**src/rtl/cpu_types_pkg.sv**
```systemverilog
package cpu_types_pkg;

  typedef logic [31:0] word_t;
  typedef logic [4:0] regsel_t;

  typedef enum logic [5:0] {
    OP_RTYPE = 6'h00,
    OP_J     = 6'h02,
    OP_BEQ   = 6'h04,
    OP_BNE   = 6'h05,
    OP_ADDIU = 6'h09,
    OP_ORI   = 6'h0d,
    OP_LUI   = 6'h0f,
    OP_LW    = 6'h23,
    OP_SW    = 6'h2b,
    OP_HALT  = 6'h3f
  } opcode_t;

  typedef enum logic [5:0] {
    SLL  = 6'h00,
    ADDU = 6'h21,
    SUBU = 6'h23,
    AND  = 6'h24,
    OR   = 6'h25,
    SLT  = 6'h2a
  } funct_t;

  typedef enum logic [3:0] {
    ALU_SLL, ALU_ADD, ALU_SUB, ALU_AND, ALU_OR, ALU_SLT, ALU_LUI
  } alu_op_t;

  typedef enum logic {SRC_RDAT2, SRC_EXT32} alu_src_t;

  typedef enum logic [1:0] {PC_ADD4, PC_BEQ, PC_BNE, PC_JUMP} pc_src_t;

  // one fetched word seen through the three MIPS encodings
  typedef union packed {
    struct packed {
      opcode_t opcode;
      regsel_t rs;
      regsel_t rt;
      regsel_t rd;
      logic [4:0] shamt;
      funct_t funct;
    } r;
    struct packed {
      opcode_t opcode;
      regsel_t rs;
      regsel_t rt;
      logic [15:0] imm16;
    } i;
    struct packed {
      opcode_t opcode;
      logic [25:0] addr26;
    } j;
  } instr_t;

endpackage
```
**src/rtl/register_file.sv**
```systemverilog
module register_file (
  input logic CLK,
  input logic nRST,
  input cpu_types_pkg::regsel_t rsel1,
  input cpu_types_pkg::regsel_t rsel2,
  output cpu_types_pkg::word_t rdat1,
  output cpu_types_pkg::word_t rdat2,
  input logic wen,
  input cpu_types_pkg::regsel_t wsel,
  input cpu_types_pkg::word_t wdat
);
  cpu_types_pkg::word_t regs [32];

  always_ff @(posedge CLK, negedge nRST) begin
    if (!nRST) begin
      for (int k = 0; k < 32; k++) begin
        regs[k] <= '0;
      end
    end else if (wen && wsel != '0) begin
      regs[wsel] <= wdat;
    end
  end

  always_comb begin
    rdat1 = regs[rsel1];
    rdat2 = regs[rsel2];
    if (wen && wsel == rsel1) rdat1 = wdat;  // writeback seen in the same cycle
    if (wen && wsel == rsel2) rdat2 = wdat;
    if (rsel1 == '0) rdat1 = '0;
    if (rsel2 == '0) rdat2 = '0;
  end

endmodule

```
**config.mk**
```make
export PLATFORM = sky130hd
export DESIGN_NAME = register_file
export DESIGN_NICKNAME = d
export VERILOG_FILES = /design/src/rtl/cpu_types_pkg.sv /design/src/rtl/register_file.sv
export SDC_FILE = /design/constraint.sdc
export NUM_CORES = 2
export LEC_CHECK = 0
export BUFFER_PORTS_ARGS = -buffer_cell sky130_fd_sc_hd__buf_2
export CAP_MARGIN = 10
export CORE_AREA = 2 2 321 323
export CTS_BUF_LIST = sky130_fd_sc_hd__clkbuf_2
export DETAILED_ROUTE_END_ITERATION = 6
export DIE_AREA = 0 0 323 325
export GPL_TIMING_DRIVEN = 0
export PLACE_DENSITY_LB_ADDON = 0.1
export SLEW_MARGIN = 20
export SYNTH_ARGS = -nofsm -noshare
export SYNTH_HDL_FRONTEND = slang
export SYNTH_SLANG_ARGS = --single-unit
```
**constraint.sdc**
```tcl
create_clock -name CLK -period 7.2 [get_ports CLK]
set_input_delay 1.08 -clock CLK [delete_from_list [all_inputs] [get_ports CLK]]
set_output_delay 1.08 -clock CLK [all_outputs]
set_load 0.05 [all_outputs]
```
==> flow_summary.ini <==
[sta]
rsz0062_at_grt = false
hold_viol_final = 0
finalClockSkew_ns = 0
tns_ns = 0
tightest_slew_ns = 1.32
min_period_over_period = 0.944
relSlewSlack = 0.0992
fin_hold_ws_ns = 0.288
min_period_ns = 6.79
final_max_slew_viol_count = 0
fmaxAchievable_mhz = 147
finalSetupViolCount = 0

[synth]
ys_warn_count = 0
synth_top_area_share = 0.461
ys.flop_type = dfrtp_1
synth_enable_flop_cells = 0
synthArstFlopShare = 1.00
synthesis.area_um2 = 55600
syn_area_per_cell_um2 = 14.0
syn_inst = 3982
synth_top_area_cell = dfrtp_1
synth.net_count = 4032
yosys_register_bits = 1024
synth_area_leaders = dfrtp_1 (46%), mux2_2 (22%), mux4_2 (15%)
yosysSeqAreaShare = 0.461
synth.distinct_cells = 65

[floorplan]
rows = 117
start_util = 0.549
die-area_um2 = 105000
die_w_um = 323
die_h_um = 325
ios = 114
core_um2 = 101000

[cells_and_area]
syn2layout_area_growth_pct = 9.72
reg_top3 = regs (1024)
stdcell_area_um2 = 61000
final_common_cell = mux2_2
layout_common_cells = mux2_2 (1,062), dfrtp_1 (1,024), clkbuf_2 (444)
nFillCells = 8334
largest_reg_flops = 1024
regMostFlops = regs
final_nets = 4483
drive_above_1_share = 0.479

[placement]
place_hpwl_um = 192000
gp_congestion = 1.11
port_buffers = 104
dpl_cell_area_um2 = 58300

[route]
drt-total-wl_um = 275000
drc = 1
firstDrtPassIters = 7
wl_met2_um = 108000
met1Wirelength_um = 99100
antenna_left = 0
dr_wl_met3_um = 46200
wire_per_inst_um = 46.0
routed.top_layer = met5
num_vias = 44178
drt_iter0_markers = 7153
viasPerCell = 7.38

[outcome]
violations = design-rule violations
outcome = finished, violations left

[grt]
track_usage = 0.523
grt_pass1_wl_um = 362000
grt_max_degree = 135
antenna_found_initial = 20
grt_pass1_vias = 41895
grt_remaining_overflow = 0

[critical_path]
critPathMaxFanout = 10
slowest_stage = nor2_1
end_kind = output pin
crit_family = simple AND/OR/NAND/NOR gates
path_buf_inv = 4
critical_path.endpoint = rdat1[17]
cp_data_required_time_ns = 6.12
crit_top_cell = buf_2
critical_path.cell_chain = buf_2 > buf_4 > clkbuf_2 > nand2_1 > nor2_1 > a22o_1 > nor3_1 > a21oi_1 > buf_2
critical_path_class = input pin to output pin
rrSetupSlack_ns = 6.31
critPathLaunchType = input pin
r2r-start = regs[749]
cp.depth = 9
cp_slowest_stage_delay_ns = 1.20
reg2reg_depth = 1
setup.worst_path.start = rsel1[4]
r2r-end = regs[749]
arrival_ns = 5.71

[power]
internal_power_uw = 10500
powerDensity_nw_per_um2 = 270
p_leak_uw = 0.0274
pwr-share-clk = 0.260
switching_power_uw = 5960
p_comb_frac = 0.272
swShare = 0.362
p_seq_frac = 0.468
peakVddDrop_mv = 0.179

[cts]
h-tree-depth = 5
cts_sinks = 1024
cts_buffers = 296
cts_tree = done
clockBufferDepth = 4
clk_pin_slew_ns = 0.10
clk_latency_ns = 1.64
cts-root-buf = clkbuf_2
post_cts.repair.setup_buffers = 0

[worst_hold_path]
holdCritPathClass = input pin to flop

[flow_run]
maxCapViolCount = 0
-- cell usage after synthesis (6+ instances only) --
master     instances
a221oi_1          48
buf_1             57
nor2b_1            8
buf_2            106
mux4_1             6
a2111oi_0         12
nand2_1          105
mux4_2           371
a22oi_1           11
mux2i_1          233
a211o_1           11
a22o_1             9
buf_6             33
nand2b_1           8
clkbuf_1         210
dfrtp_1         1024
o22ai_1           89
nor3_1            66
inv_1              7
and3_1             8
mux2_2          1062
nand4_1           11
xnor2_1            9
buf_4             30
a211oi_1          21
or2_2              6
nor2_1           127
nand3_1           51
a221o_1           48
a21oi_1           50
o21ai_0           69
-- through the flow --
| stage | setup slack (ns) | instances | utilization | total power [uW] |
|---|---|---|---|---|
| floorplan | 2.58 | 3982 | - | 10300 |
| global placement | -17.92 | 5454 | 0.571 | 11800 |
| detailed placement | 0.901 | 5468 | 0.575 | 12000 |
| CTS | 0.902 | 5963 | 0.602 | 16100 |
| global route | 0.599 | 5968 | 0.602 | 16900 |
| finish | 0.407 | 5986 | 0.602 | 16500 |
-- logic make-up (layout without fill, tap and decap cells) --
| kind of cell | count (synthesis) | in the layout | synth area share |
|---|---|---|---|
| AO/OA/AOI/OAI | 406 | 406 | 0.0518 |
| multiplexers | 1673 | 1673 | 0.411 |
| other | 0 | 23 | 0 |
| XOR/XNOR | 10 | 10 | 0.00158 |
| flip-flops | 1024 | 1024 | 0.461 |
| AND/OR/NAND/NOR | 421 | 421 | 0.0354 |
| buffers and inverters | 448 | 1061 | 0.0399 |
-- power by group through the flow --
stage | Combinational, uW | Clock [uW] | Sequential [uW]
finish | 4480 | 4280 | 7690
global route | 4540 | 4520 | 7790
CTS | 4250 | 4220 | 7620
detailed placement | 4220 | 0 | 7740
global placement | 4140 | 0 | 7700
floorplan | 2820 | 0 | 7440
-- cell type report --
class,count,area [um^2],share of cell area
Inverter,8,30.0,0.000492
Clock inverter,44,249,0.00408
Sequential cell,1024,25600,0.420
Clock buffer,416,2080,0.0341
Multi-Input combinational cell,2510,27800,0.456
Buffer,440,2230,0.0365
Antenna cell,23,57.6,0.000943
Timing Repair Buffer,153,1220,0.0200
Tap cell,1368,1710,0.0281
-- worst min-delay path by stage --
stage / from / end / slack, ns / cells after the start
after global placement: regs[1003] / regs[1003] / 0.45 / 1
after floorplan: regs[1001] / regs[1001] / 0.44 / 1
after global routing: wsel[0] / regs[767] / 0.34 / 4
final: wsel[4] / regs[447] / 0.29 / 4
after detailed placement: regs[993] / regs[993] / 0.46 / 1
after CTS: wsel[0] / regs[767] / 0.23 / 4
-- per-layer routing --
metal | up-vias | track usage
met2 | 3877 | 0.677
met4 | 16 | 0.329
li1 | 16276 | -
met3 | 981 | 0.302
met1 | 23028 | 0.661
met5 | - | 0.0125
-- timing repair --
item / 4_1_cts / 5_1_grt
hold endpoints to repair: 452 / 0
hold buffers: 35 / 0
resized for setup: 0 / 0
Power figures use the tool's default switching activity.
