[config.mk]
export PLATFORM = sky130hd
export DESIGN_NAME = execute_unit
export DESIGN_NICKNAME = d
export VERILOG_FILES = /design/src/rtl/cpu_types_pkg.sv /design/src/rtl/execute_unit.sv
export SDC_FILE = /design/constraint.sdc
export NUM_CORES = 1
export LEC_CHECK = 0
export ABC_AREA = 1
export BUFFER_PORTS_ARGS = -buffer_cell sky130_fd_sc_hd__buf_2
export CAP_MARGIN = 10
export CORE_MARGIN = 2
export CORE_UTILIZATION = 35
export DETAILED_ROUTE_END_ITERATION = 16
export PLACE_DENSITY = 0.67
export SYNTH_ARGS = -nofsm -noshare
export SYNTH_HDL_FRONTEND = slang
export SYNTH_SLANG_ARGS = --single-unit
[constraint.sdc]
create_clock -name CLK -period 5.1 [get_ports CLK]
set_input_delay 1.02 -clock CLK [delete_from_list [all_inputs] [get_ports CLK]]
set_output_delay 1.02 -clock CLK [all_outputs]
set_load 0.05 [all_outputs]
[src/rtl/cpu_types_pkg.sv]
package cpu_types_pkg;

  typedef logic [31:0] word_t;
  typedef logic [4:0] regsel_t;

  typedef enum logic [5:0] {
    OP_RTYPE = 6'h00,
    OP_J     = 6'h02,
    OP_BEQ   = 6'h04,
    OP_BNE   = 6'h05,
    OP_ADDIU = 6'h09,
    OP_ORI   = 6'h0d,
    OP_LUI   = 6'h0f,
    OP_LW    = 6'h23,
    OP_SW    = 6'h2b,
    OP_HALT  = 6'h3f
  } opcode_t;

  typedef enum logic [5:0] {
    SLL  = 6'h00,
    ADDU = 6'h21,
    SUBU = 6'h23,
    AND  = 6'h24,
    OR   = 6'h25,
    SLT  = 6'h2a
  } funct_t;

  typedef enum logic [3:0] {
    ALU_SLL, ALU_ADD, ALU_SUB, ALU_AND, ALU_OR, ALU_SLT, ALU_LUI
  } alu_op_t;

  typedef enum logic {SRC_RDAT2, SRC_EXT32} alu_src_t;

  typedef enum logic [1:0] {PC_ADD4, PC_BEQ, PC_BNE, PC_JUMP} pc_src_t;

  // one fetched word seen through the three MIPS encodings
  typedef union packed {
    struct packed {
      opcode_t opcode;
      regsel_t rs;
      regsel_t rt;
      regsel_t rd;
      logic [4:0] shamt;
      funct_t funct;
    } r;
    struct packed {
      opcode_t opcode;
      regsel_t rs;
      regsel_t rt;
      logic [15:0] imm16;
    } i;
    struct packed {
      opcode_t opcode;
      logic [25:0] addr26;
    } j;
  } instr_t;

endpackage
[src/rtl/execute_unit.sv]
module execute_unit (
  input logic CLK,
  input logic nRST,
  input logic run,
  input cpu_types_pkg::word_t npc_e,
  input cpu_types_pkg::word_t ext32_e,
  input logic [25:0] j_addr26_e,
  input logic [4:0] shamt_e,
  input cpu_types_pkg::alu_op_t alu_op_e,
  input cpu_types_pkg::alu_src_t alu_src_e,
  input cpu_types_pkg::pc_src_t pc_src_e,
  input logic d_ren_e,
  input logic d_wen_e,
  input logic wen_e,
  input cpu_types_pkg::regsel_t wsel_e,
  input logic halt_e,
  input cpu_types_pkg::word_t rdat1_e,
  input cpu_types_pkg::word_t rdat2_e,
  output logic d_req,
  output logic d_wen,
  output cpu_types_pkg::word_t d_addr,
  output cpu_types_pkg::word_t d_wdata,
  input logic d_gnt,
  input cpu_types_pkg::word_t d_rdata,
  output logic wb_wen,
  output cpu_types_pkg::regsel_t wb_wsel,
  output cpu_types_pkg::word_t wb_wdat,
  output logic redirect,
  output cpu_types_pkg::word_t target,
  output logic ex_busy,
  output logic halt
);
  cpu_types_pkg::word_t b;
  cpu_types_pkg::word_t alu_out;
  logic load_wait;  // load granted last cycle, its data is on d_rdata
  logic taken;

  assign b = (alu_src_e == cpu_types_pkg::SRC_EXT32) ? ext32_e : rdat2_e;

  always_comb begin
    case (alu_op_e)
      cpu_types_pkg::ALU_ADD: alu_out = rdat1_e + b;
      cpu_types_pkg::ALU_SUB: alu_out = rdat1_e - b;
      cpu_types_pkg::ALU_AND: alu_out = rdat1_e & b;
      cpu_types_pkg::ALU_OR: alu_out = rdat1_e | b;
      cpu_types_pkg::ALU_SLT: alu_out = {31'd0, $signed(rdat1_e) < $signed(b)};
      cpu_types_pkg::ALU_LUI: alu_out = {b[15:0], 16'h0000};
      default: alu_out = b << shamt_e;
    endcase
  end

  assign d_req = run && !load_wait && (d_ren_e || d_wen_e);
  assign d_wen = d_wen_e;
  assign d_addr = alu_out;
  assign d_wdata = rdat2_e;
  // halt_e keeps dc_ex frozen on the HALT until run drops
  assign ex_busy = halt_e || (d_req && (d_ren_e || !d_gnt));

  assign wb_wen = run && wen_e && (!d_ren_e || load_wait);
  assign wb_wsel = wsel_e;
  assign wb_wdat = d_ren_e ? d_rdata : alu_out;

  assign taken = (pc_src_e == cpu_types_pkg::PC_BEQ && rdat1_e == rdat2_e)
              || (pc_src_e == cpu_types_pkg::PC_BNE && rdat1_e != rdat2_e);
  assign redirect = run && (taken || pc_src_e == cpu_types_pkg::PC_JUMP);
  assign target = (pc_src_e == cpu_types_pkg::PC_JUMP) ? {npc_e[31:28], j_addr26_e, 2'b00}
                                                       : npc_e + {ext32_e[29:0], 2'b00};

  always_ff @(posedge CLK, negedge nRST) begin
    if (!nRST) begin
      load_wait <= 1'b0;
      halt <= 1'b0;
    end else if (!run) begin
      load_wait <= 1'b0;
      halt <= 1'b0;
    end else begin
      load_wait <= d_req && d_ren_e && d_gnt;
      if (halt_e) halt <= 1'b1;
    end
  end

endmodule

==> results.json <==
{
  "status": "completed",
  "grt_overflow": 0,
  "crit_chain": "buf_2 > inv_4 > nand2_1 > o21ai_2 > inv_1 > ha_1 > fa_1 > inv_1 > nand2_1 > a21oi_2 > inv_1 > o21ai_2 > buf_4 > nand2_1 > nand2_2 > nand2_1 > nand3_1 > nand3_1 > nand3_1 > buf_4 > buf_2",
  "cp-end-kind": "primary output",
  "dp.cells": 3200,
  "rows": 67,
  "drive_gt1_share_pct": 21.13,
  "area_growth_pct": 27.28,
  "max_clock_freq_ghz": 0.1996,
  "hold_violations": 0,
  "crit_buf_inv": 8,
  "gp_congestion": 1.054,
  "grt_start_max_net_pins": 35,
  "slowest_stage": "fa_1",
  "synth_top_family_by_area": "simple AND/OR/NAND/NOR gates",
  "setup.worst_path.class": "input port to primary output",
  "p_total_mw": 2.500,
  "die_y_um": 187.5,
  "crit_path_start_kind": "input port",
  "rsz0062_at_grt": "yes",
  "syn_area_per_cell_um2": 5.004,
  "slew_viol_final": 0,
  "crit_path_frequent_cell": "nand2_1",
  "fillers": 3830,
  "dp_slack_ns": -0.1521,
  "drt_pass1_iterations": 6,
  "period_needed_ns": 5.010,
  "hpwlAfterDp_um": 54210,
  "cts_sinks": 2,
  "regArea_um2": 50.05,
  "hold_slack_ns": 0.4720,
  "start_util_pct": 35.34,
  "finalSetupTns_ns": 0,
  "synth_seq_area_share_pct": 0.4245,
  "routed_via_density": 5.360,
  "cp_top_family": "buffers and inverters",
  "syn-num-nets": 2716,
  "crit_required_ns": 4.08,
  "postLayoutCoreUtil_pct": 44.98,
  "crit_path_max_fanout": 4,
  "wl_per_cell_um": 19.31,
  "worst_pin_slew_ns": 0.9671,
  "cp.arrival_ns": 3.99,
  "grt_pass1_vias": 15980,
  "vias": 17174,
  "cts_buffer_depth": 2,
  "grt_pass1_wl_um": 90820,
  "synth-xor-area-share_pct": 2.451,
  "timing.final.crit_share_pct": 98.23,
  "drtIter0Drc": 1819,
  "final_cells": 3204,
  "syn_inst": 2356,
  "htree_levels": 1,
  "core_um2": 33360,
  "synth-simple-area-share_pct": 51.25,
  "cts-buffers-inserted": 3,
  "hold_buffers": 0,
  "p_leak_nw": 8.844,
  "final_cell_mix": "nand2_1, nand3_1, inv_1",
  "grtUsageTotal_pct": 33.27,
  "post-cts-setup-buffers": 0,
  "clock_latency_ns": 0.21,
  "place_area_um2": 14720,
  "io_buffer_count": 339,
  "cts_root_buffer": "clkbuf_16",
  "peakVddDrop_mv": 0.1649,
  "multi_input_area_um2": 9990,
  "max_cap_viol_count": 0,
  "yosysWarnings": 0,
  "synth-compound-area-share_pct": 13.62,
  "max_stage_delay_ns": 0.43,
  "drc": 0,
  "ys.flop_type": "dfrtp_1",
  "cts_tree": "yes",
  "die-area_um2": 35170,
  "setup_viol": 0,
  "skew_ns": 0,
  "slew_headroom_pct": 35.45,
  "worst_slack_ns": 0.09012,
  "routed_wl_um": 61870,
  "synth-async-reset-ratio_pct": 100.0,
  "synth_cell_types": 46,
  "io_pins": 350,
  "path_clk_slew_ns": 0.03,
  "synth_edf_count": 0,
  "syn-cell-area_um2": 11790,
  "final_area_um2": 15010,
  "antenna_found_initial": 5,
  "fin_nets": 3117,
  "powerDensity_nw_per_um2": 166.6,
  "yosys.area_share.adder_pct": 16.00,
  "die_w_um": 187.5,
  "hold_path_class": "flop to flop",
  "postRouteAntennaNets": 0,
  "synthMuxAreaShare_pct": 0,
  "synth_seq_cells": 2,
  "layout_commonest_cell": "nand2_1"
}
per-layer routing:
metal	vias to the layer above	wire length (um)	GRT usage (%)
li1	8339	-	-
met1	7852	25500	42.72
met2	849	28380	57.26
met3	128	4855	2.508
met4	6	3101	14.11
met5	-	35	0
final timing paths:
check / start / end / slack [ns] / depth (start not counted)
max: alu_src_e / d_addr[0] / 0.09 / 21
min: load_wait / load_wait / 0.47 / 1
max reg2reg: load_wait / load_wait / 4.28 / 1
min reg2reg: load_wait / load_wait / 0.47 / 1
max in group asynchronous: nRST / halt / 4.42 / 1
min in group asynchronous: nRST / load_wait / 0.58 / 1
repair_timing:
item,CTS,global route
resized for setup,6,56
setup endpoints to repair,5,38
pin swaps,0,3
power by group:
part	internal [mW]	switching (mW)
Combinational	0.718	1.65
Sequential	0.0168	0.000515
Clock	0.0997	0.0174
Total	0.835	1.67
flip-flops by register name, indices dropped and copies added, names as in the netlist:
register,count
halt,1
load_wait,1
layout make-up:
cell class	instances	area share (%)
Antenna cell	1	0.01667
Clock buffer	3	0.5002
Timing Repair Buffer	509	20.20
Tap cell	448	3.735
Inverter	345	8.646
Sequential cell	2	0.3335
Multi-Input combinational cell	1896	66.57
cell usage after synthesis (all sizes together) (3+ instances only):
cell,instances,area (um^2)
o22ai,27,168.9
clkbuf,38,146.4
and2,16,100.1
nor4,7,43.79
inv,343,1287
o21ai,89,452.9
fa,3,60.06
xnor2,15,131.4
nand3b,8,60.06
ha,146,1827
or2,16,100.1
nand2,820,3085
nor2,160,613.1
buf,75,475.5
a21oi,127,639.4
and3,3,18.77
nand4,25,156.4
nand3,343,1727
o221ai,5,43.79
o211ai,3,22.52
a31oi,11,68.82
xor2,18,157.7
o21bai,17,127.6
nor3,26,130.1
cells by family after synthesis:
group	Yosys count
buffers and inverters	458
AOI/OAI and AO/OA	289
DFF	2
adders and majority gates	149
and+or+nand+nor	1425
xor gates and xnor gates	33
No activity file was read; power rests on OpenSTA's default activity.
