## src/rtl/cpu_types_pkg.sv

```systemverilog
package cpu_types_pkg;

  typedef logic [31:0] word_t;
  typedef logic [4:0] regsel_t;

  typedef enum logic [5:0] {
    OP_RTYPE = 6'h00,
    OP_J     = 6'h02,
    OP_BEQ   = 6'h04,
    OP_BNE   = 6'h05,
    OP_ADDIU = 6'h09,
    OP_ORI   = 6'h0d,
    OP_LUI   = 6'h0f,
    OP_LW    = 6'h23,
    OP_SW    = 6'h2b,
    OP_HALT  = 6'h3f
  } opcode_t;

  typedef enum logic [5:0] {
    SLL  = 6'h00,
    ADDU = 6'h21,
    SUBU = 6'h23,
    AND  = 6'h24,
    OR   = 6'h25,
    SLT  = 6'h2a
  } funct_t;

  typedef enum logic [3:0] {
    ALU_SLL, ALU_ADD, ALU_SUB, ALU_AND, ALU_OR, ALU_SLT, ALU_LUI
  } alu_op_t;

  typedef enum logic {SRC_RDAT2, SRC_EXT32} alu_src_t;

  typedef enum logic [1:0] {PC_ADD4, PC_BEQ, PC_BNE, PC_JUMP} pc_src_t;

  // one fetched word seen through the three MIPS encodings
  typedef union packed {
    struct packed {
      opcode_t opcode;
      regsel_t rs;
      regsel_t rt;
      regsel_t rd;
      logic [4:0] shamt;
      funct_t funct;
    } r;
    struct packed {
      opcode_t opcode;
      regsel_t rs;
      regsel_t rt;
      logic [15:0] imm16;
    } i;
    struct packed {
      opcode_t opcode;
      logic [25:0] addr26;
    } j;
  } instr_t;

endpackage
```

## src/rtl/fetch_unit.sv

```systemverilog
module fetch_unit (
  input logic CLK,
  input logic nRST,
  input logic run,
  input logic stall,
  input logic ex_busy,
  input logic redirect,
  input cpu_types_pkg::word_t target,
  output logic i_req,
  output cpu_types_pkg::word_t i_addr,
  input logic i_gnt,
  input cpu_types_pkg::word_t i_rdata,
  output cpu_types_pkg::instr_t instr,
  output cpu_types_pkg::word_t npc,
  output logic valid
);
  cpu_types_pkg::word_t pc;
  logic pending;
  logic hold;

  assign hold = valid && (stall || ex_busy);  // decode keeps its instruction this cycle
  assign i_req = run && !redirect && !pending && !hold;
  assign i_addr = pc;

  always_ff @(posedge CLK, negedge nRST) begin
    if (!nRST) begin
      pc <= '0;
      pending <= 1'b0;
      valid <= 1'b0;
    end else if (!run) begin
      pc <= '0;
      pending <= 1'b0;
      valid <= 1'b0;
    end else if (redirect) begin
      pc <= target;  // the word in flight is dropped with pending
      pending <= 1'b0;
      valid <= 1'b0;
    end else begin
      pending <= i_gnt;
      if (i_gnt) pc <= pc + 32'd4;
      if (pending) valid <= 1'b1;
      else if (!hold) valid <= 1'b0;
    end
  end

  // pc already points past the returning word, so it is the npc
  always_ff @(posedge CLK) begin
    if (pending && !redirect) begin
      instr <= i_rdata;
      npc <= pc;
    end
  end

endmodule

```

## config.mk

```make
export PLATFORM = sky130hd
export DESIGN_NAME = fetch_unit
export DESIGN_NICKNAME = d
export VERILOG_FILES = /design/src/rtl/cpu_types_pkg.sv /design/src/rtl/fetch_unit.sv
export SDC_FILE = /design/constraint.sdc
export NUM_CORES = 1
export LEC_CHECK = 0
export ABC_AREA = 1
export BUFFER_PORTS_ARGS = -buffer_cell sky130_fd_sc_hd__buf_2
export CAP_MARGIN = 25
export CORE_MARGIN = 4
export CORE_UTILIZATION = 53
export DETAILED_ROUTE_END_ITERATION = 16
export GPL_ROUTABILITY_DRIVEN = 0
export GPL_TIMING_DRIVEN = 0
export PLACE_DENSITY = 0.92
export SLEW_MARGIN = 20
export SYNTH_ARGS = -nofsm -noshare
export SYNTH_HDL_FRONTEND = slang
export SYNTH_SLANG_ARGS = --single-unit
```

## constraint.sdc

```tcl
create_clock -name CLK -period 11 [get_ports CLK]
set_input_delay 1.65 -clock CLK [delete_from_list [all_inputs] [get_ports CLK]]
set_output_delay 1.65 -clock CLK [all_outputs]
set_load 0.02 [all_outputs]
```

==> run metrics, run 1 <==
outcome=finished, final reports clean; first-pass GRT wire length=18,300 microns; mux cell area share after synthesis=0.00225; synthesized cell area=4460 sq um; worst min-delay path category=register to register; post-DP HPWL=8980 microns; share of cells above drive strength 1=0.334; Reg power frac=0.574; DRC viols=0; Rel. slew slack=0.463; crit path time final=4.00 ns; CTS root buffer=clkbuf_8; drt total wl=11,600 microns; Mean Syn Cell Area=9.51 sq um; Clock Power Share=0.298; crit path from=redirect; Mapped Cells=469; switching power=0.214 mW; vias in the first global route=3,773; CTS tree=yes; CTS Sinks=98; worst hold start=i_addr[0]$_DFFE_PN0P_; RSZ-0062 raised after global routing=false; total die area=9940 sq um; final hold violation count=0; Final TNS setup=0 ns; Logic pwr share=0.129; count leader, synth=nand2_1; pwr/cell area=132 nW/um^2; FF+latch count, synth=98; Min Hold Slack=0.486 ns; Vias=3,893; GRT Util Overall=0.234; gr ovfl total=0; launching point of the worst reg2reg path=i_addr[2]$_DFFE_PN0P_; Synth Area in Simple Gates=0.276; post-CTS setup buffers=0; Antenna Violating Nets Remaining=0; area leader, netlist=edfxtp_1; First-pass DRT Iterations=5; core area=8220 sq um; Core Rows=33; clock skew=0.0141 ns; critical path arrival=2.35 ns; main combinational cell family by area after synthesis=simple AND/OR/NAND/NOR gates; synth top area cells=edfxtp_1, dfrtp_1, nand2_1, nor2_1, nand3_1; Yosys top cell area share=0.431; P_int=0.532 mW; Multi-input gate area=1490 sq um; compound-cell area share of the yosys netlist=0.0401; adder-cell share of the synthesized area=0.00281; crit share post-route=0.364; switching share of power=0.287; Initial Utilization=0.543; Ports=169; Async SR Flop Fraction=0.347; placed cell count=744; Die Width=99.7 microns; ANT cells=0; Worst Path Required=9.35 ns; Layout area overhead=27.2%; clk_lat worst skew=0.37 ns; Fmax achieved=0.250 GHz; # hold bufs at CTS=0; Port Buffers=168; nets=722; Leakage=2.65 nW; sequential cell area=2770 sq um; xor/xnor cell area share of the yosys netlist=0.0118; Seq/Total Area, Yosys=0.622; Distinct cells, synth=27; Final setup violation count=0; max-cap viol count=0; Clock Tree Buf Depth=2; Synth Flop Type=edfxtp_1; Worst setup SP type=input pin; CP Class=input pin to output port; DRT iter0 DRCs=261; htree depth=3; Routed WL per cell=15.2 microns; Max Slew Vio Count=0; Synth top cells by count=nand2_1, nor2_1, edfxtp_1, inv_1, nand3_1; clk slew on worst S/H paths=0.10 ns; initial antenna violation count=0; Crit Path Max Fanout=6; die height=99.7 microns; final std cells w/o fill=760; EDFF count, synth=64; Max VDD drop=57.0 uV; pin count of the biggest net entering global routing=35; YS warnings=0; Avg Vias per Cell=5.12; syn nets=541; post-cts resize count=0; Worst setup EP type=output port; worst-margin pin slew=0.806 ns; number of fill cells=617; TritonCTS Buffers=9
-- final timing paths --
path | to | slack [ns] | cells after the start
setup reg to reg | i_addr[24]$_DFFE_PN0P_ | 9.34 | 10
max in group asynchronous | i_addr[20]$_DFFE_PN0P_ | 9.12 | 1
hold / removal | npc[0]$_DFFE_PP_ | 0.49 | 0
setup / recovery | i_req | 7.00 | 5
min in group asynchronous | i_addr[31]$_DFFE_PN0P_ | 1.36 | 1
hold reg to reg | npc[0]$_DFFE_PP_ | 0.49 | 0
-- metrics by stage --
stage               power, mW  worst slack [ns]  utilization  instance area, sq um
floorplan               0.487              5.97            -                  4460
global placement        0.527              4.88        0.661                  5430
detailed placement      0.532              7.00        0.668                  5490
CTS                     0.751              6.99        0.690                  5670
global route            0.779              6.92        0.690                  5670
finish                  0.746              7.00        0.690                  5670
-- state kept, by name (all words and copies together) (netlist names) --
register and cells:
pending 1, npc 32, valid 1, i_addr 32
instr 32
-- cell families after synthesis --
kind of cell               Yosys count
muxes                                1
DFF                                 98
AOI/OAI and AO/OA                   34
xor gates and xnor gates             6
adders and majority gates            1
buffers and inverters               51
and+or+nand+nor                    278
-- power by group through the flow --
stage / combinational (mW) / sequential [mW] / clock [mW]
global route: 0.106 / 0.431 / 0.242
finish: 0.0961 / 0.428 / 0.222
detailed placement: 0.0964 / 0.436 / 0
CTS: 0.0968 / 0.428 / 0.226
floorplan: 0.0372 / 0.450 / 0
global placement: 0.0913 / 0.435 / 0
-- layout make-up --
cell class	count	area share
buffer	11	0.00927
clock buffer	10	0.0225
clock inverter	6	0.0102
inverter	40	0.0265
multi-input combinational	320	0.263
sequential	98	0.489
tap	105	0.0232
timing repair buffer	170	0.157
-- placed cells by master (no fill, tap or decap), types with 2 or more instances in the layout --
cell type / netlist / final
clkbuf_1: 4 / 5
nor2_2: 6 / 6
buf_2: 6 / 174
edfxtp_1: 64 / 64
clkinv_4: 0 / 2
nor2_8: 3 / 3
nand3_1: 35 / 35
o21ai_1: 22 / 22
xor2_1: 4 / 4
nand2_4: 2 / 2
nor2_4: 4 / 5
dfrtp_1: 34 / 34
clkbuf_8: 0 / 9
inv_6: 0 / 2
nor2_1: 87 / 86
nand2_2: 3 / 3
a21oi_1: 3 / 3
nand2_1: 135 / 135
o21ai_0: 7 / 7
inv_1: 36 / 36
inv_8: 0 / 2
xnor2_1: 2 / 2
inv_2: 4 / 4
-- critical path: stages --
cell and delay (ns):
buf_2 0.15, nor2_2 0.19, inv_1 0.10, nor2_1 0.10
buf_2 0.16
-- per-layer routing --
metal,part of all wire,wire (microns),track usage
met1,0.39,4570,0.295
met2,0.49,5720,0.400
met3,0.088,1020,0.0463
met4,0.023,266,0.0861
met5,0,0,0
No activity file was read; power rests on OpenSTA's default activity.
==> inputs of run 2 (changes only) <==
--- a/config.mk
+++ b/config.mk
@@ -9,11 +9,11 @@
 export BUFFER_PORTS_ARGS = -buffer_cell sky130_fd_sc_hd__buf_2
 export CAP_MARGIN = 25
 export CORE_MARGIN = 4
-export CORE_UTILIZATION = 53
+export CORE_UTILIZATION = 49
 export DETAILED_ROUTE_END_ITERATION = 16
 export GPL_ROUTABILITY_DRIVEN = 0
 export GPL_TIMING_DRIVEN = 0
-export PLACE_DENSITY = 0.92
+export PLACE_DENSITY = 0.87
 export SLEW_MARGIN = 20
 export SYNTH_ARGS = -nofsm -noshare
 export SYNTH_HDL_FRONTEND = slang
==> constraint.sdc (replaced) <==
create_clock -name CLK -period 3.75 [get_ports CLK]
set_input_delay 0.5625 -clock CLK [delete_from_list [all_inputs] [get_ports CLK]]
set_output_delay 0.5625 -clock CLK [all_outputs]
set_load 0.02 [all_outputs]
==> run metrics, run 2 (synthesis results as in run 1) <==
outcome=finished, final reports clean; RSZ-0062 raised after global routing=false; CP Class=input pin to register; first-pass GRT wire length=17,600 microns; Worst setup SP type=input pin; Crit Path Max Fanout=32; reg2reg path depth=4; Final WS setup=1.83 ns; total die area=10,700 sq um; Max Slew Vio Count=0; final hold violation count=0; clk slew on worst S/H paths=0.11 ns; sequential cell area=2770 sq um; Final setup violation count=0; number of fill cells=690; crit share post-route=0.512; post-cts resize count=0; CTS tree=yes; First-pass DRT Iterations=6; DRT iter0 DRCs=297; flop2flop setup slack=2.09 ns; FF-to-FF End=npc[18]$_DFFE_PP_; Vias=3,943; Worst Path Required=3.82 ns; clk_lat worst skew=0.38 ns; Max VDD drop=185 uV; worst-margin pin slew=0.786 ns; post-DP HPWL=8870 microns; Leakage=2.65 nW; pin count of the biggest net entering global routing=35; clock skew=0.0172 ns; max-cap viol count=0; Ports=169; Clock Tree Buf Depth=2; gr ovfl total=0; crit path time final=1.92 ns; Worst setup EP type=register; Layout area overhead=27.4%; CTS root buffer=clkbuf_8; CTS Sinks=98; commonest non-fill, non-tap cell in the layout=buf_2; Port Buffers=168; # hold bufs at CTS=0; Multi-input gate area=1490 sq um; GRT Util Overall=0.216; drt total wl=11,700 microns; Die Width=103 microns; post-place setup slack=1.40 ns; launching point of the worst reg2reg path=pending$_DFF_PN0_; nets=722; worst min-delay path category=input pin to async pin; commonest non-fill, non-tap cells in the layout=buf_2, nand2_1, nor2_1; Min Hold Slack=0.245 ns; vias in the first global route=3,695; die height=103 microns; post-CTS setup buffers=0; Avg Vias per Cell=5.17; Core Rows=34; core area=8810 sq um; Fmax achieved=0.521 GHz; htree depth=3; DRC viols=0; Initial Utilization=0.506; critical path arrival=1.99 ns; Antenna Violating Nets Remaining=0; initial antenna violation count=0; share of cells above drive strength 1=0.336; Routed WL per cell=15.3 microns; Final TNS setup=0 ns; TritonCTS Buffers=9; ANT cells=0; Rel. slew slack=0.476; pwr/cell area=389 nW/um^2
-- run 2: cell count changes in the layout (fill, tap and decap cells not counted) --
cell      change
clkbuf_1      -1
clkinv_8      +1
inv_8         -1
clkinv_4      -2
inv_6         +2
clkinv_2      +1
-- run 2: where the power goes --
part / total (mW) / internal, mW / switching [mW]
Combinational: 0.284 / 0.102 / 0.183
Clock: 0.671 / 0.260 / 0.411
Sequential: 1.26 / 1.20 / 0.0543
-- run 2: layer usage --
metal  vias to the layer above  part of all wire  track usage
met3                        23              0.11       0.0671
met1                      1817              0.38        0.258
met5                         -                 0            0
met4                         0             0.016       0.0787
met2                       219              0.50        0.367
li1                       1884                 -            -
-- run 2: layout make-up --
cell class              instances  share of cell area
plain buffers                  11             0.00925
clock buffers                   9              0.0218
clock inverters                 7              0.0119
inverters                      40              0.0264
multi-input cells             320               0.262
flip-flops and latches         98               0.488
well taps                     108              0.0238
repair buffers                170               0.156
-- run 2: critical path, cell delays in order --
cell	delay, ns
buf_2	0.15
clkbuf_1	0.27
nor2_4	0.55
buf_16	0.23
buf_12	0.21
-- run 2: worst max-delay path by stage --
stage                                endpoint  startpoint  depth (start not counted)  slack [ns]
after global routing        npc[18]$_DFFE_PP_    redirect                          5        1.69
after CTS                  instr[9]$_DFFE_PP_    redirect                          5        1.80
after detailed placement   instr[5]$_DFFE_PP_    redirect                          5        1.40
final                       npc[18]$_DFFE_PP_    redirect                          5        1.83
after floorplan            instr[0]$_DFFE_PP_    redirect                          2        0.88
after global placement    instr[26]$_DFFE_PP_    redirect                          3        0.08
-- run 2: through the flow --
stage               power [mW]  cell area [sq um]   util  std cells
finish                    2.21               5680  0.645        763
global route              2.30               5680  0.645        763
CTS                       2.22               5680  0.645        763
detailed placement        1.56               5490  0.623        747
global placement          1.55               5440  0.617        745
floorplan                 1.43               4460      -        469
