[config.mk]
export PLATFORM = sky130hd
export DESIGN_NAME = decode_unit
export DESIGN_NICKNAME = d
export VERILOG_FILES = /design/src/rtl/cpu_types_pkg.sv /design/src/rtl/decode_unit.sv
export SDC_FILE = /design/constraint.sdc
export NUM_CORES = 1
export LEC_CHECK = 0
export BUFFER_PORTS_ARGS = -buffer_cell sky130_fd_sc_hd__buf_2
export CORE_AREA = 3 3 73 75
export DETAILED_ROUTE_END_ITERATION = 10
export DIE_AREA = 0 0 76 78
export PLACE_DENSITY_LB_ADDON = 0.1
export SYNTH_ARGS = -nofsm -noshare
export SYNTH_HDL_FRONTEND = slang
export SYNTH_SLANG_ARGS = --single-unit
[constraint.sdc]
create_clock -name vclk -period 2.5
set_clock_uncertainty 0.2 [all_clocks]
set_input_delay 0.125 -clock vclk [all_inputs]
set_output_delay 0.125 -clock vclk [all_outputs]
set_load 0.01 [all_outputs]
[src/rtl/cpu_types_pkg.sv]
package cpu_types_pkg;

  typedef logic [31:0] word_t;
  typedef logic [4:0] regsel_t;

  typedef enum logic [5:0] {
    OP_RTYPE = 6'h00,
    OP_J     = 6'h02,
    OP_BEQ   = 6'h04,
    OP_BNE   = 6'h05,
    OP_ADDIU = 6'h09,
    OP_ORI   = 6'h0d,
    OP_LUI   = 6'h0f,
    OP_LW    = 6'h23,
    OP_SW    = 6'h2b,
    OP_HALT  = 6'h3f
  } opcode_t;

  typedef enum logic [5:0] {
    SLL  = 6'h00,
    ADDU = 6'h21,
    SUBU = 6'h23,
    AND  = 6'h24,
    OR   = 6'h25,
    SLT  = 6'h2a
  } funct_t;

  typedef enum logic [3:0] {
    ALU_SLL, ALU_ADD, ALU_SUB, ALU_AND, ALU_OR, ALU_SLT, ALU_LUI
  } alu_op_t;

  typedef enum logic {SRC_RDAT2, SRC_EXT32} alu_src_t;

  typedef enum logic [1:0] {PC_ADD4, PC_BEQ, PC_BNE, PC_JUMP} pc_src_t;

  // one fetched word seen through the three MIPS encodings
  typedef union packed {
    struct packed {
      opcode_t opcode;
      regsel_t rs;
      regsel_t rt;
      regsel_t rd;
      logic [4:0] shamt;
      funct_t funct;
    } r;
    struct packed {
      opcode_t opcode;
      regsel_t rs;
      regsel_t rt;
      logic [15:0] imm16;
    } i;
    struct packed {
      opcode_t opcode;
      logic [25:0] addr26;
    } j;
  } instr_t;

endpackage
[src/rtl/decode_unit.sv]
module decode_unit (
  input cpu_types_pkg::instr_t instr,
  input cpu_types_pkg::word_t npc,
  input logic valid,
  input logic ex_wen,
  input cpu_types_pkg::regsel_t ex_wsel,
  output cpu_types_pkg::regsel_t rsel1,
  output cpu_types_pkg::regsel_t rsel2,
  output logic stall,
  output cpu_types_pkg::word_t npc_d,
  output cpu_types_pkg::word_t ext32_d,
  output logic [25:0] j_addr26_d,
  output logic [4:0] shamt_d,
  output cpu_types_pkg::alu_op_t alu_op_d,
  output cpu_types_pkg::alu_src_t alu_src_d,
  output cpu_types_pkg::pc_src_t pc_src_d,
  output logic d_ren_d,
  output logic d_wen_d,
  output logic wen_d,
  output cpu_types_pkg::regsel_t wsel_d,
  output logic halt_d
);
  logic use_rs;
  logic use_rt;

  always_comb begin
    npc_d = '0;
    ext32_d = '0;
    j_addr26_d = '0;
    shamt_d = '0;
    alu_op_d = cpu_types_pkg::ALU_SLL;
    alu_src_d = cpu_types_pkg::SRC_RDAT2;
    pc_src_d = cpu_types_pkg::PC_ADD4;
    d_ren_d = 1'b0;
    d_wen_d = 1'b0;
    wen_d = 1'b0;
    wsel_d = '0;
    halt_d = 1'b0;
    use_rs = 1'b0;
    use_rt = 1'b0;
    if (valid) begin
      npc_d = npc;
      ext32_d = {{16{instr.i.imm16[15]}}, instr.i.imm16};
      j_addr26_d = instr.j.addr26;
      shamt_d = instr.r.shamt;
      wsel_d = instr.i.rt;
      use_rs = 1'b1;
      case (instr.r.opcode)
        cpu_types_pkg::OP_RTYPE: begin
          use_rt = 1'b1;
          wen_d = 1'b1;
          wsel_d = instr.r.rd;
          case (instr.r.funct)
            cpu_types_pkg::ADDU: alu_op_d = cpu_types_pkg::ALU_ADD;
            cpu_types_pkg::SUBU: alu_op_d = cpu_types_pkg::ALU_SUB;
            cpu_types_pkg::AND: alu_op_d = cpu_types_pkg::ALU_AND;
            cpu_types_pkg::OR: alu_op_d = cpu_types_pkg::ALU_OR;
            cpu_types_pkg::SLT: alu_op_d = cpu_types_pkg::ALU_SLT;
            cpu_types_pkg::SLL: use_rs = 1'b0;  // shifts rt only
            default: wen_d = 1'b0;
          endcase
        end
        cpu_types_pkg::OP_ADDIU, cpu_types_pkg::OP_LW: begin
          alu_op_d = cpu_types_pkg::ALU_ADD;
          alu_src_d = cpu_types_pkg::SRC_EXT32;
          wen_d = 1'b1;
          d_ren_d = (instr.i.opcode == cpu_types_pkg::OP_LW);
        end
        cpu_types_pkg::OP_ORI: begin
          alu_op_d = cpu_types_pkg::ALU_OR;
          alu_src_d = cpu_types_pkg::SRC_EXT32;
          ext32_d = {16'h0000, instr.i.imm16};
          wen_d = 1'b1;
        end
        cpu_types_pkg::OP_LUI: begin
          alu_op_d = cpu_types_pkg::ALU_LUI;
          alu_src_d = cpu_types_pkg::SRC_EXT32;
          wen_d = 1'b1;
          use_rs = 1'b0;
        end
        cpu_types_pkg::OP_SW: begin
          alu_op_d = cpu_types_pkg::ALU_ADD;
          alu_src_d = cpu_types_pkg::SRC_EXT32;
          d_wen_d = 1'b1;
          use_rt = 1'b1;
        end
        cpu_types_pkg::OP_BEQ: begin
          pc_src_d = cpu_types_pkg::PC_BEQ;
          use_rt = 1'b1;
        end
        cpu_types_pkg::OP_BNE: begin
          pc_src_d = cpu_types_pkg::PC_BNE;
          use_rt = 1'b1;
        end
        cpu_types_pkg::OP_J: begin
          pc_src_d = cpu_types_pkg::PC_JUMP;
          use_rs = 1'b0;
        end
        cpu_types_pkg::OP_HALT: begin
          halt_d = 1'b1;
          use_rs = 1'b0;
        end
        default: use_rs = 1'b0;
      endcase
    end
  end

  // unused sources read r0, which never matches a nonzero ex_wsel
  assign rsel1 = use_rs ? instr.r.rs : '0;
  assign rsel2 = use_rt ? instr.r.rt : '0;
  assign stall = ex_wen && ex_wsel != '0 && (ex_wsel == rsel1 || ex_wsel == rsel2);

endmodule

==> metrics.csv, run 1 <==
metric,value,unit
seq_cell_count,0,
antenna_left,0,
tns,0,ns
synth_area_per_cell,6.22,sq um
holdBufCountCts,0,
place_inst,456,
seq_area_frac_synth,0,
hp-class,in2out,
rows,25,
dieArea,5930,sq um
cts_resized,0,
yosys.cell_types.count,43,
outcome,completed,
avgRoutedWirePerCell,12.4,microns
grt_overflow,0,
p_clk_frac,0,
synthMuxAreaShare,0,
portBuffers,192,
io_pins,193,
endpoint,stall,
ff_latch_area,0,sq um
coreArea,4720,sq um
die_x,76,microns
grt_max_degree,28,
cap_violations,0,
post_cts_buffers,0,
wl,5.68,mm
n_fill_cell,527,
num-clock-buffers,0,
switchingPower,0.000188,W
initial_core_util,0.317,
synth-xor-area-share,0.0409,
crit_start,instr[5],
fmax,438,MHz
cp.required,2.17,ns
hold_ws,0.338,ns
synthAdderAreaFrac,0,
most-common-layout-cells,"buf_2 (192), and2_1 (59), nand2_1 (15)",
cp_max_fo,6,
hp-start,npc[21],
synth_area_leader_cell,and2_1,
ir_worst_vdd,80.0,uV
path_class,in2out,
synth_area_leaders,"and2_1 (25%), buf_4 (19%), nand3_1 (4.0%), nand2_1 (3.8%), nor2_1 (3.3%)",
nets,462,
grt_usage,0.173,
synth_top_family_by_area,simple AND/OR/NAND/NOR gates,
setup_violations,0,
endpoint_kind,primary output,
antenna_found_initial,0,
synth_nets,312,
switching_share,0.539,
area_growth,50.4,%
drtIter0Drc,78,
drive_gt1_frac,0.537,
die_height,78,microns
cp-start-kind,primary input,
final_cells,456,
viasPerCell,4.54,
drc,0,
power_density,155,nW/um^2
power.leakage,1.32,nW
mappedNetlistArea,1500,sq um
arrival,1.96,ns
hpwl,4.93,mm
synth-compound-area-share,0.177,
ys_warn_count,0,
syn_inst,241,
timing.final.crit_share,0.913,
period_minus_slack,2.28,ns
seq_power_share,0,
num_vias,2069,
intPower,0.000161,W
synthDominantCellAreaShare,0.246,
grt_pass1_vias,1867,
pwr-share-comb,1.000,
layout_commonest_cell,buf_2,
grt_pass1_wl,9.00,mm
rsz0062_at_grt,false,
drtPass1Iterations,4,
place.gp.congestion,0.845,
slew_violations,0,
antenna_cells,0,
yosys.area_share.simple,0.524,
finalHoldViolations,0,
-- power by group through the flow --
| stage | sequential (W) | clock, W | combinational (W) |
|---|---|---|---|
| detailed placement | 0 | 0 | 0.000352 |
| global placement | 0 | 0 | 0.000351 |
| floorplan | 0 | 0 | 0.000221 |
| global route | 0 | 0 | 0.000388 |
| finish | 0 | 0 | 0.000350 |
| CTS | 0 | 0 | 0.000354 |
-- stage by stage --
| stage | util | total power (W) | cell area [sq um] | setup slack (ns) |
|---|---|---|---|---|
| detailed placement | 0.476 | 0.000352 | 2250 | 0.162 |
| CTS | 0.476 | 0.000354 | 2250 | 0.157 |
| global placement | 0.476 | 0.000351 | 2250 | 0.189 |
| floorplan | - | 0.000221 | 1500 | 0.422 |
| global route | 0.477 | 0.000388 | 2250 | 0.0744 |
| finish | 0.477 | 0.000350 | 2250 | 0.218 |
-- cells in the mapped netlist, drive strengths merged (3+ instances only) --
cell and number:
xnor2 3, nand2 15, nand2b 6, inv 7
a21oi 7, xor2 4, and2 59, o21a 3
a31oi 3, o21ai 6, nor2 13, nand3b 5
clkbuf 9, a21boi 5, nand3 12, or3 5
nor3 8, buf 43, or2 3
-- cell families after synthesis --
group                  Yosys count
AND/OR/NAND/NOR                136
buffers and inverters           59
XOR/XNOR                         7
other                            1
AO/OA/AOI/OAI                   38
-- metal layers --
metal	share of wire	up-vias	track usage
met5	0	-	0
met4	0.0055	0	0.00906
met3	0.081	2	0.0244
met2	0.50	101	0.340
li1	-	1066	-
met1	0.41	900	0.207
-- layout make-up --
cell class	count	area [sq um]	area share
timing repair buffer	200	1020	0.453
tap	67	83.8	0.0372
inverter	7	26.3	0.0117
multi-input combinational	182	1120	0.498
-- worst min path at each step --
stage | endpoint | slack, ns | cells past startpoint
after detailed placement | npc_d[21] | 0.34 | 3
after CTS | npc_d[21] | 0.34 | 3
after global placement | npc_d[19] | 0.34 | 3
after global routing | npc_d[6] | 0.36 | 3
after floorplan | pc_src_d[0] | 0.10 | 1
final | npc_d[21] | 0.34 | 3
-- worst max-delay path: stages --
cell	delay, ns
buf_2	0.12
or4_1	0.58
o311ai_2	0.28
and3_1	0.31
o21a_1	0.16
o21ai_1	0.07
o32ai_1	0.13
buf_2	0.19
Note: power is estimated with default switching activity, not from simulation.
==> run 2: changes to the inputs <==
--- a/config.mk
+++ b/config.mk
@@ -6,10 +6,10 @@
 export NUM_CORES = 1
 export LEC_CHECK = 0
 export BUFFER_PORTS_ARGS = -buffer_cell sky130_fd_sc_hd__buf_2
-export CORE_AREA = 3 3 73 75
+export CORE_AREA = 2 2 74 76
 export DETAILED_ROUTE_END_ITERATION = 10
 export DIE_AREA = 0 0 76 78
-export PLACE_DENSITY_LB_ADDON = 0.1
+export PLACE_DENSITY_LB_ADDON = 0.25
 export SYNTH_ARGS = -nofsm -noshare
 export SYNTH_HDL_FRONTEND = slang
 export SYNTH_SLANG_ARGS = --single-unit
==> run 2 against run 1 <==
Final cell count rose by 0.88%; power barely moved; non-clock buffer count rose by 1; design area rose by 0.55%.
==> metrics.csv, run 2 (same netlist as run 1, synthesis figures left out) <==
metric,value,unit,change
grt_max_degree,43,,+54%
power,0.000350,W,about the same
hp-class,in2out,,
die_height,78,microns,unchanged
setup_violations,0,,unchanged
drtIter0Drc,113,,+45%
grt_usage,0.168,,-0.00470
arrival,2.00,ns,+0.04 ns
num_vias,2119,,+2.4%
crit_start,instr[5],,
period_minus_slack,2.32,ns,+0.0426 ns
seq_cell_count,0,,unchanged
layout_commonest_cell,buf_2,,
antenna_cells,0,,unchanged
pwr-share-comb,1.000,,about the same
finalHoldViolations,0,,unchanged
antenna_left,0,,unchanged
nets,463,,+0.22%
seq_power_share,0,,unchanged
outcome,completed,,
ff_latch_area,0,sq um,unchanged
grt_overflow,0,,unchanged
endpoint,stall,,
antenna_found_initial,0,,unchanged
pre_cts_ws,0.0334,ns,-0.128 ns
rows,26,,+4.0%
dieArea,5930,sq um,unchanged
switching_share,0.539,,about the same
drive_gt1_frac,0.541,,+0.00375
grt_pass1_vias,1838,,-1.6%
p_clk_frac,0,,unchanged
drtPass1Iterations,4,,unchanged
ir_worst_vdd,89.5,uV,+12%
viasPerCell,4.61,,+1.5%
cp-start-kind,primary input,,
area_growth,51.3,%,
intPower,0.000161,W,about the same
worst_slack,0.176,ns,-0.0426 ns
holdBufCountCts,0,,unchanged
coreArea,5040,sq um,+6.8%
cp_max_fo,8,,+2
num-clock-buffers,0,,unchanged
cap_violations,0,,unchanged
drc,0,,unchanged
initial_core_util,0.297,,-0.0201
wl,5.58,mm,-1.6%
grt_pass1_wl,8.74,mm,-3.0%
path_class,in2out,,
cp.required,2.17,ns,about the same
hpwl,4.69,mm,-4.8%
die_x,76,microns,unchanged
power_density,154,nW/um^2,-0.45%
post_cts_buffers,0,,unchanged
switchingPower,0.000189,W,+0.11%
portBuffers,192,,unchanged
fmax,430,MHz,-1.8%
place.gp.congestion,0.823,,-2.5%
slew_violations,0,,unchanged
endpoint_kind,primary output,,
rsz0062_at_grt,false,,
tns,0,ns,unchanged
cts_resized,0,,unchanged
most-common-layout-cells,"buf_2 (192), and2_1 (59), nand2_1 (15)",,
timing.final.crit_share,0.930,,+0.0170
io_pins,193,,unchanged
avgRoutedWirePerCell,12.1,microns,-2.5%
n_fill_cell,527,,unchanged
power.leakage,1.33,nW,+0.34%
-- run 2: power by group through the flow --
stage                     clock network [W]  logic (W)  registers, W
after global placement                    0   0.000348             0
after global routing                      0   0.000386             0
after floorplan                           0   0.000221             0
after detailed placement                  0   0.000351             0
after CTS                                 0   0.000352             0
final                                     0   0.000350             0
-- run 2: worst min path at each step --
stage / endpoint / start / cells after the start / slack, ns
floorplan: pc_src_d[0] / instr[26] / 1 / 0.10
global placement: npc_d[30] / npc[30] / 3 / 0.34
detailed placement: npc_d[30] / npc[30] / 3 / 0.34
CTS: npc_d[30] / npc[30] / 3 / 0.34
global route: npc_d[28] / npc[28] / 3 / 0.35
finish: npc_d[30] / npc[30] / 3 / 0.34
-- run 2: per-stage QoR --
stage	std cells	hold slack, ns	cell area (sq um)	utilization
finish	460	0.339	2270	0.450
global route	460	0.350	2270	0.450
CTS	460	0.341	2260	0.448
detailed placement	460	0.341	2260	0.448
global placement	460	0.340	2260	0.448
floorplan	241	0.104	1500	-
-- run 2: routing by layer --
layer,routed length (microns),global-route usage,part of all wire
met1,2260,0.202,0.40
met2,2860,0.330,0.51
met3,456,0.0244,0.082
met4,9,0.00909,0.0016
met5,0,0,0
-- run 2: worst max-delay path, cell delays in order --
cell,delay [ns]
buf_2,0.12
or4_1,0.58
o311ai_2,0.26
buf_4,0.16
and3_2,0.26
o21a_1,0.14
o21ai_1,0.06
o32ai_1,0.11
buf_2,0.17
-- run 2: layout make-up --
type	count	area, sq um	share of cell area
timing repair buffer	201	1030	0.454
multi-input combinational	182	1120	0.496
inverter	7	26.3	0.0116
tap	70	87.6	0.0386
==> run 3: changes to the inputs <==
--- a/config.mk
+++ b/config.mk
@@ -10,6 +10,7 @@
 export DETAILED_ROUTE_END_ITERATION = 10
 export DIE_AREA = 0 0 76 78
 export PLACE_DENSITY_LB_ADDON = 0.25
+export REMOVE_ABC_BUFFERS = 1
 export SYNTH_ARGS = -nofsm -noshare
 export SYNTH_HDL_FRONTEND = slang
 export SYNTH_SLANG_ARGS = --single-unit
==> run 3 against run 2 <==
Power decreased by 0.56%; non-clock buffer count decreased by 3; routed wire length increased by 1.2%; final cell count decreased by 0.43%; critical path type unchanged.
==> metrics.csv, run 3 (same netlist as run 1, synthesis figures left out) <==
metric,value,unit,change
p_clk_frac,0,,unchanged
antenna_left,0,,unchanged
use_met1,0.211,,+0.00903
power_density,155,nW/um^2,+0.66%
setup_violations,0,,unchanged
grt_max_degree,48,,+12%
holdBufCountCts,0,,unchanged
use_met2,0.336,,+0.00536
final_cells,458,,-0.43%
intPower,0.000159,W,-1.5%
drtPass1Iterations,4,,unchanged
fin_util,0.444,,-0.00546
drtIter0Drc,71,,-37%
hp-class,in2out,,
area_growth,49.4,%,
cts_resized,0,,unchanged
arrival,2.07,ns,+0.07 ns
io_pins,193,,unchanged
viasPerCell,4.50,,-2.4%
endpoint,stall,,
switching_share,0.544,,+0.00435
nets,460,,-0.65%
die_x,76,microns,unchanged
period_minus_slack,2.39,ns,+0.0661 ns
fmax,418,MHz,-2.8%
slew_violations,0,,unchanged
power.leakage,1.31,nW,-1.1%
grt_pass1_wl,8.73,mm,about the same
most-common-layout-cells,"buf_2 (192), and2_1 (59), nand2_1 (15)",,
cp.required,2.17,ns,about the same
grt_pass1_vias,1806,,-1.7%
final_area,2240,sq um,-1.2%
place.gp.congestion,0.849,,+3.1%
seq_power_share,0,,unchanged
drc,0,,unchanged
layout_commonest_cell,buf_2,,
rsz0062_at_grt,false,,
tns,0,ns,unchanged
coreArea,5040,sq um,unchanged
die_height,78,microns,unchanged
grt_overflow,0,,unchanged
pre_cts_ws,0.100,ns,+0.0668 ns
cp-start-kind,primary input,,
ir_worst_vdd,89.4,uV,-0.11%
initial_core_util,0.297,,unchanged
num_vias,2060,,-2.8%
endpoint_kind,primary output,,
hpwl,4.81,mm,+2.5%
seq_cell_count,0,,unchanged
cp_max_fo,7,,-1
ff_latch_area,0,sq um,unchanged
antenna_found_initial,1,,+1
worst_slack,0.110,ns,-0.0661 ns
grt-busiest-layer,met2,,
place_inst,457,,-0.65%
wl,5.65,mm,+1.2%
drive_gt1_frac,0.535,,-0.00614
cap_violations,0,,unchanged
timing.final.crit_share,0.956,,+0.0264
portBuffers,192,,unchanged
avgRoutedWirePerCell,12.3,microns,+1.7%
grt_use_met3,0.0174,,-0.00698
rows,26,,unchanged
place_area,2240,sq um,-1.0%
grt_usage,0.171,,+0.00270
num-clock-buffers,0,,unchanged
crit_start,instr[5],,
finalHoldViolations,0,,unchanged
path_class,in2out,,
outcome,completed,,
dieArea,5930,sq um,unchanged
switchingPower,0.000189,W,+0.24%
pwr-share-comb,1.000,,about the same
post_cts_buffers,0,,unchanged
-- run 3: cell types whose count changed in the layout (fill, tap and decap cells not counted), sizes merged --
cell	change
diode	+1
buf	-3
-- run 3: layer usage --
layer,vias up,share of wire
li1,1066,-
met1,900,0.41
met2,92,0.52
met3,2,0.068
met4,0,0.0034
met5,-,0
-- run 3: worst min-delay path by stage --
stage | start | endpoint | slack [ns] | cells after the start
floorplan | instr[29] | d_ren_d | 0.10 | 1
global placement | npc[31] | npc_d[31] | 0.34 | 3
detailed placement | npc[16] | npc_d[16] | 0.34 | 3
CTS | npc[16] | npc_d[16] | 0.34 | 3
global route | npc[11] | npc_d[11] | 0.35 | 3
finish | npc[16] | npc_d[16] | 0.34 | 3
-- run 3: critical path, stage by stage --
cell,delay [ns]
buf_2,0.12
or4_1,0.55
o311ai_1,0.42
and3_2,0.33
o21a_1,0.14
o21ai_1,0.07
o32ai_1,0.13
buf_2,0.18
-- run 3: cell type report --
| class | count | area [sq um] |
|---|---|---|
| fillers | 543 | 2800 |
| multi-input cells | 182 | 1120 |
| inverters | 7 | 26.3 |
| well taps | 70 | 87.6 |
| repair buffers | 198 | 1010 |
| diodes | 1 | 2.50 |
-- run 3: metrics by stage --
step	total power, W	hold WS, ns
floorplan	0.000154	0.104
global placement	0.000347	0.340
detailed placement	0.000350	0.342
CTS	0.000351	0.343
global route	0.000384	0.354
finish	0.000348	0.339
-- run 3: power groups by stage --
stage | Clock [W] | Combinational [W] | Sequential, W
CTS | 0 | 0.000351 | 0
finish | 0.0000000000535 | 0.000348 | 0
global route | 0 | 0.000384 | 0
detailed placement | 0 | 0.000350 | 0
floorplan | 0 | 0.000154 | 0
global placement | 0 | 0.000347 | 0
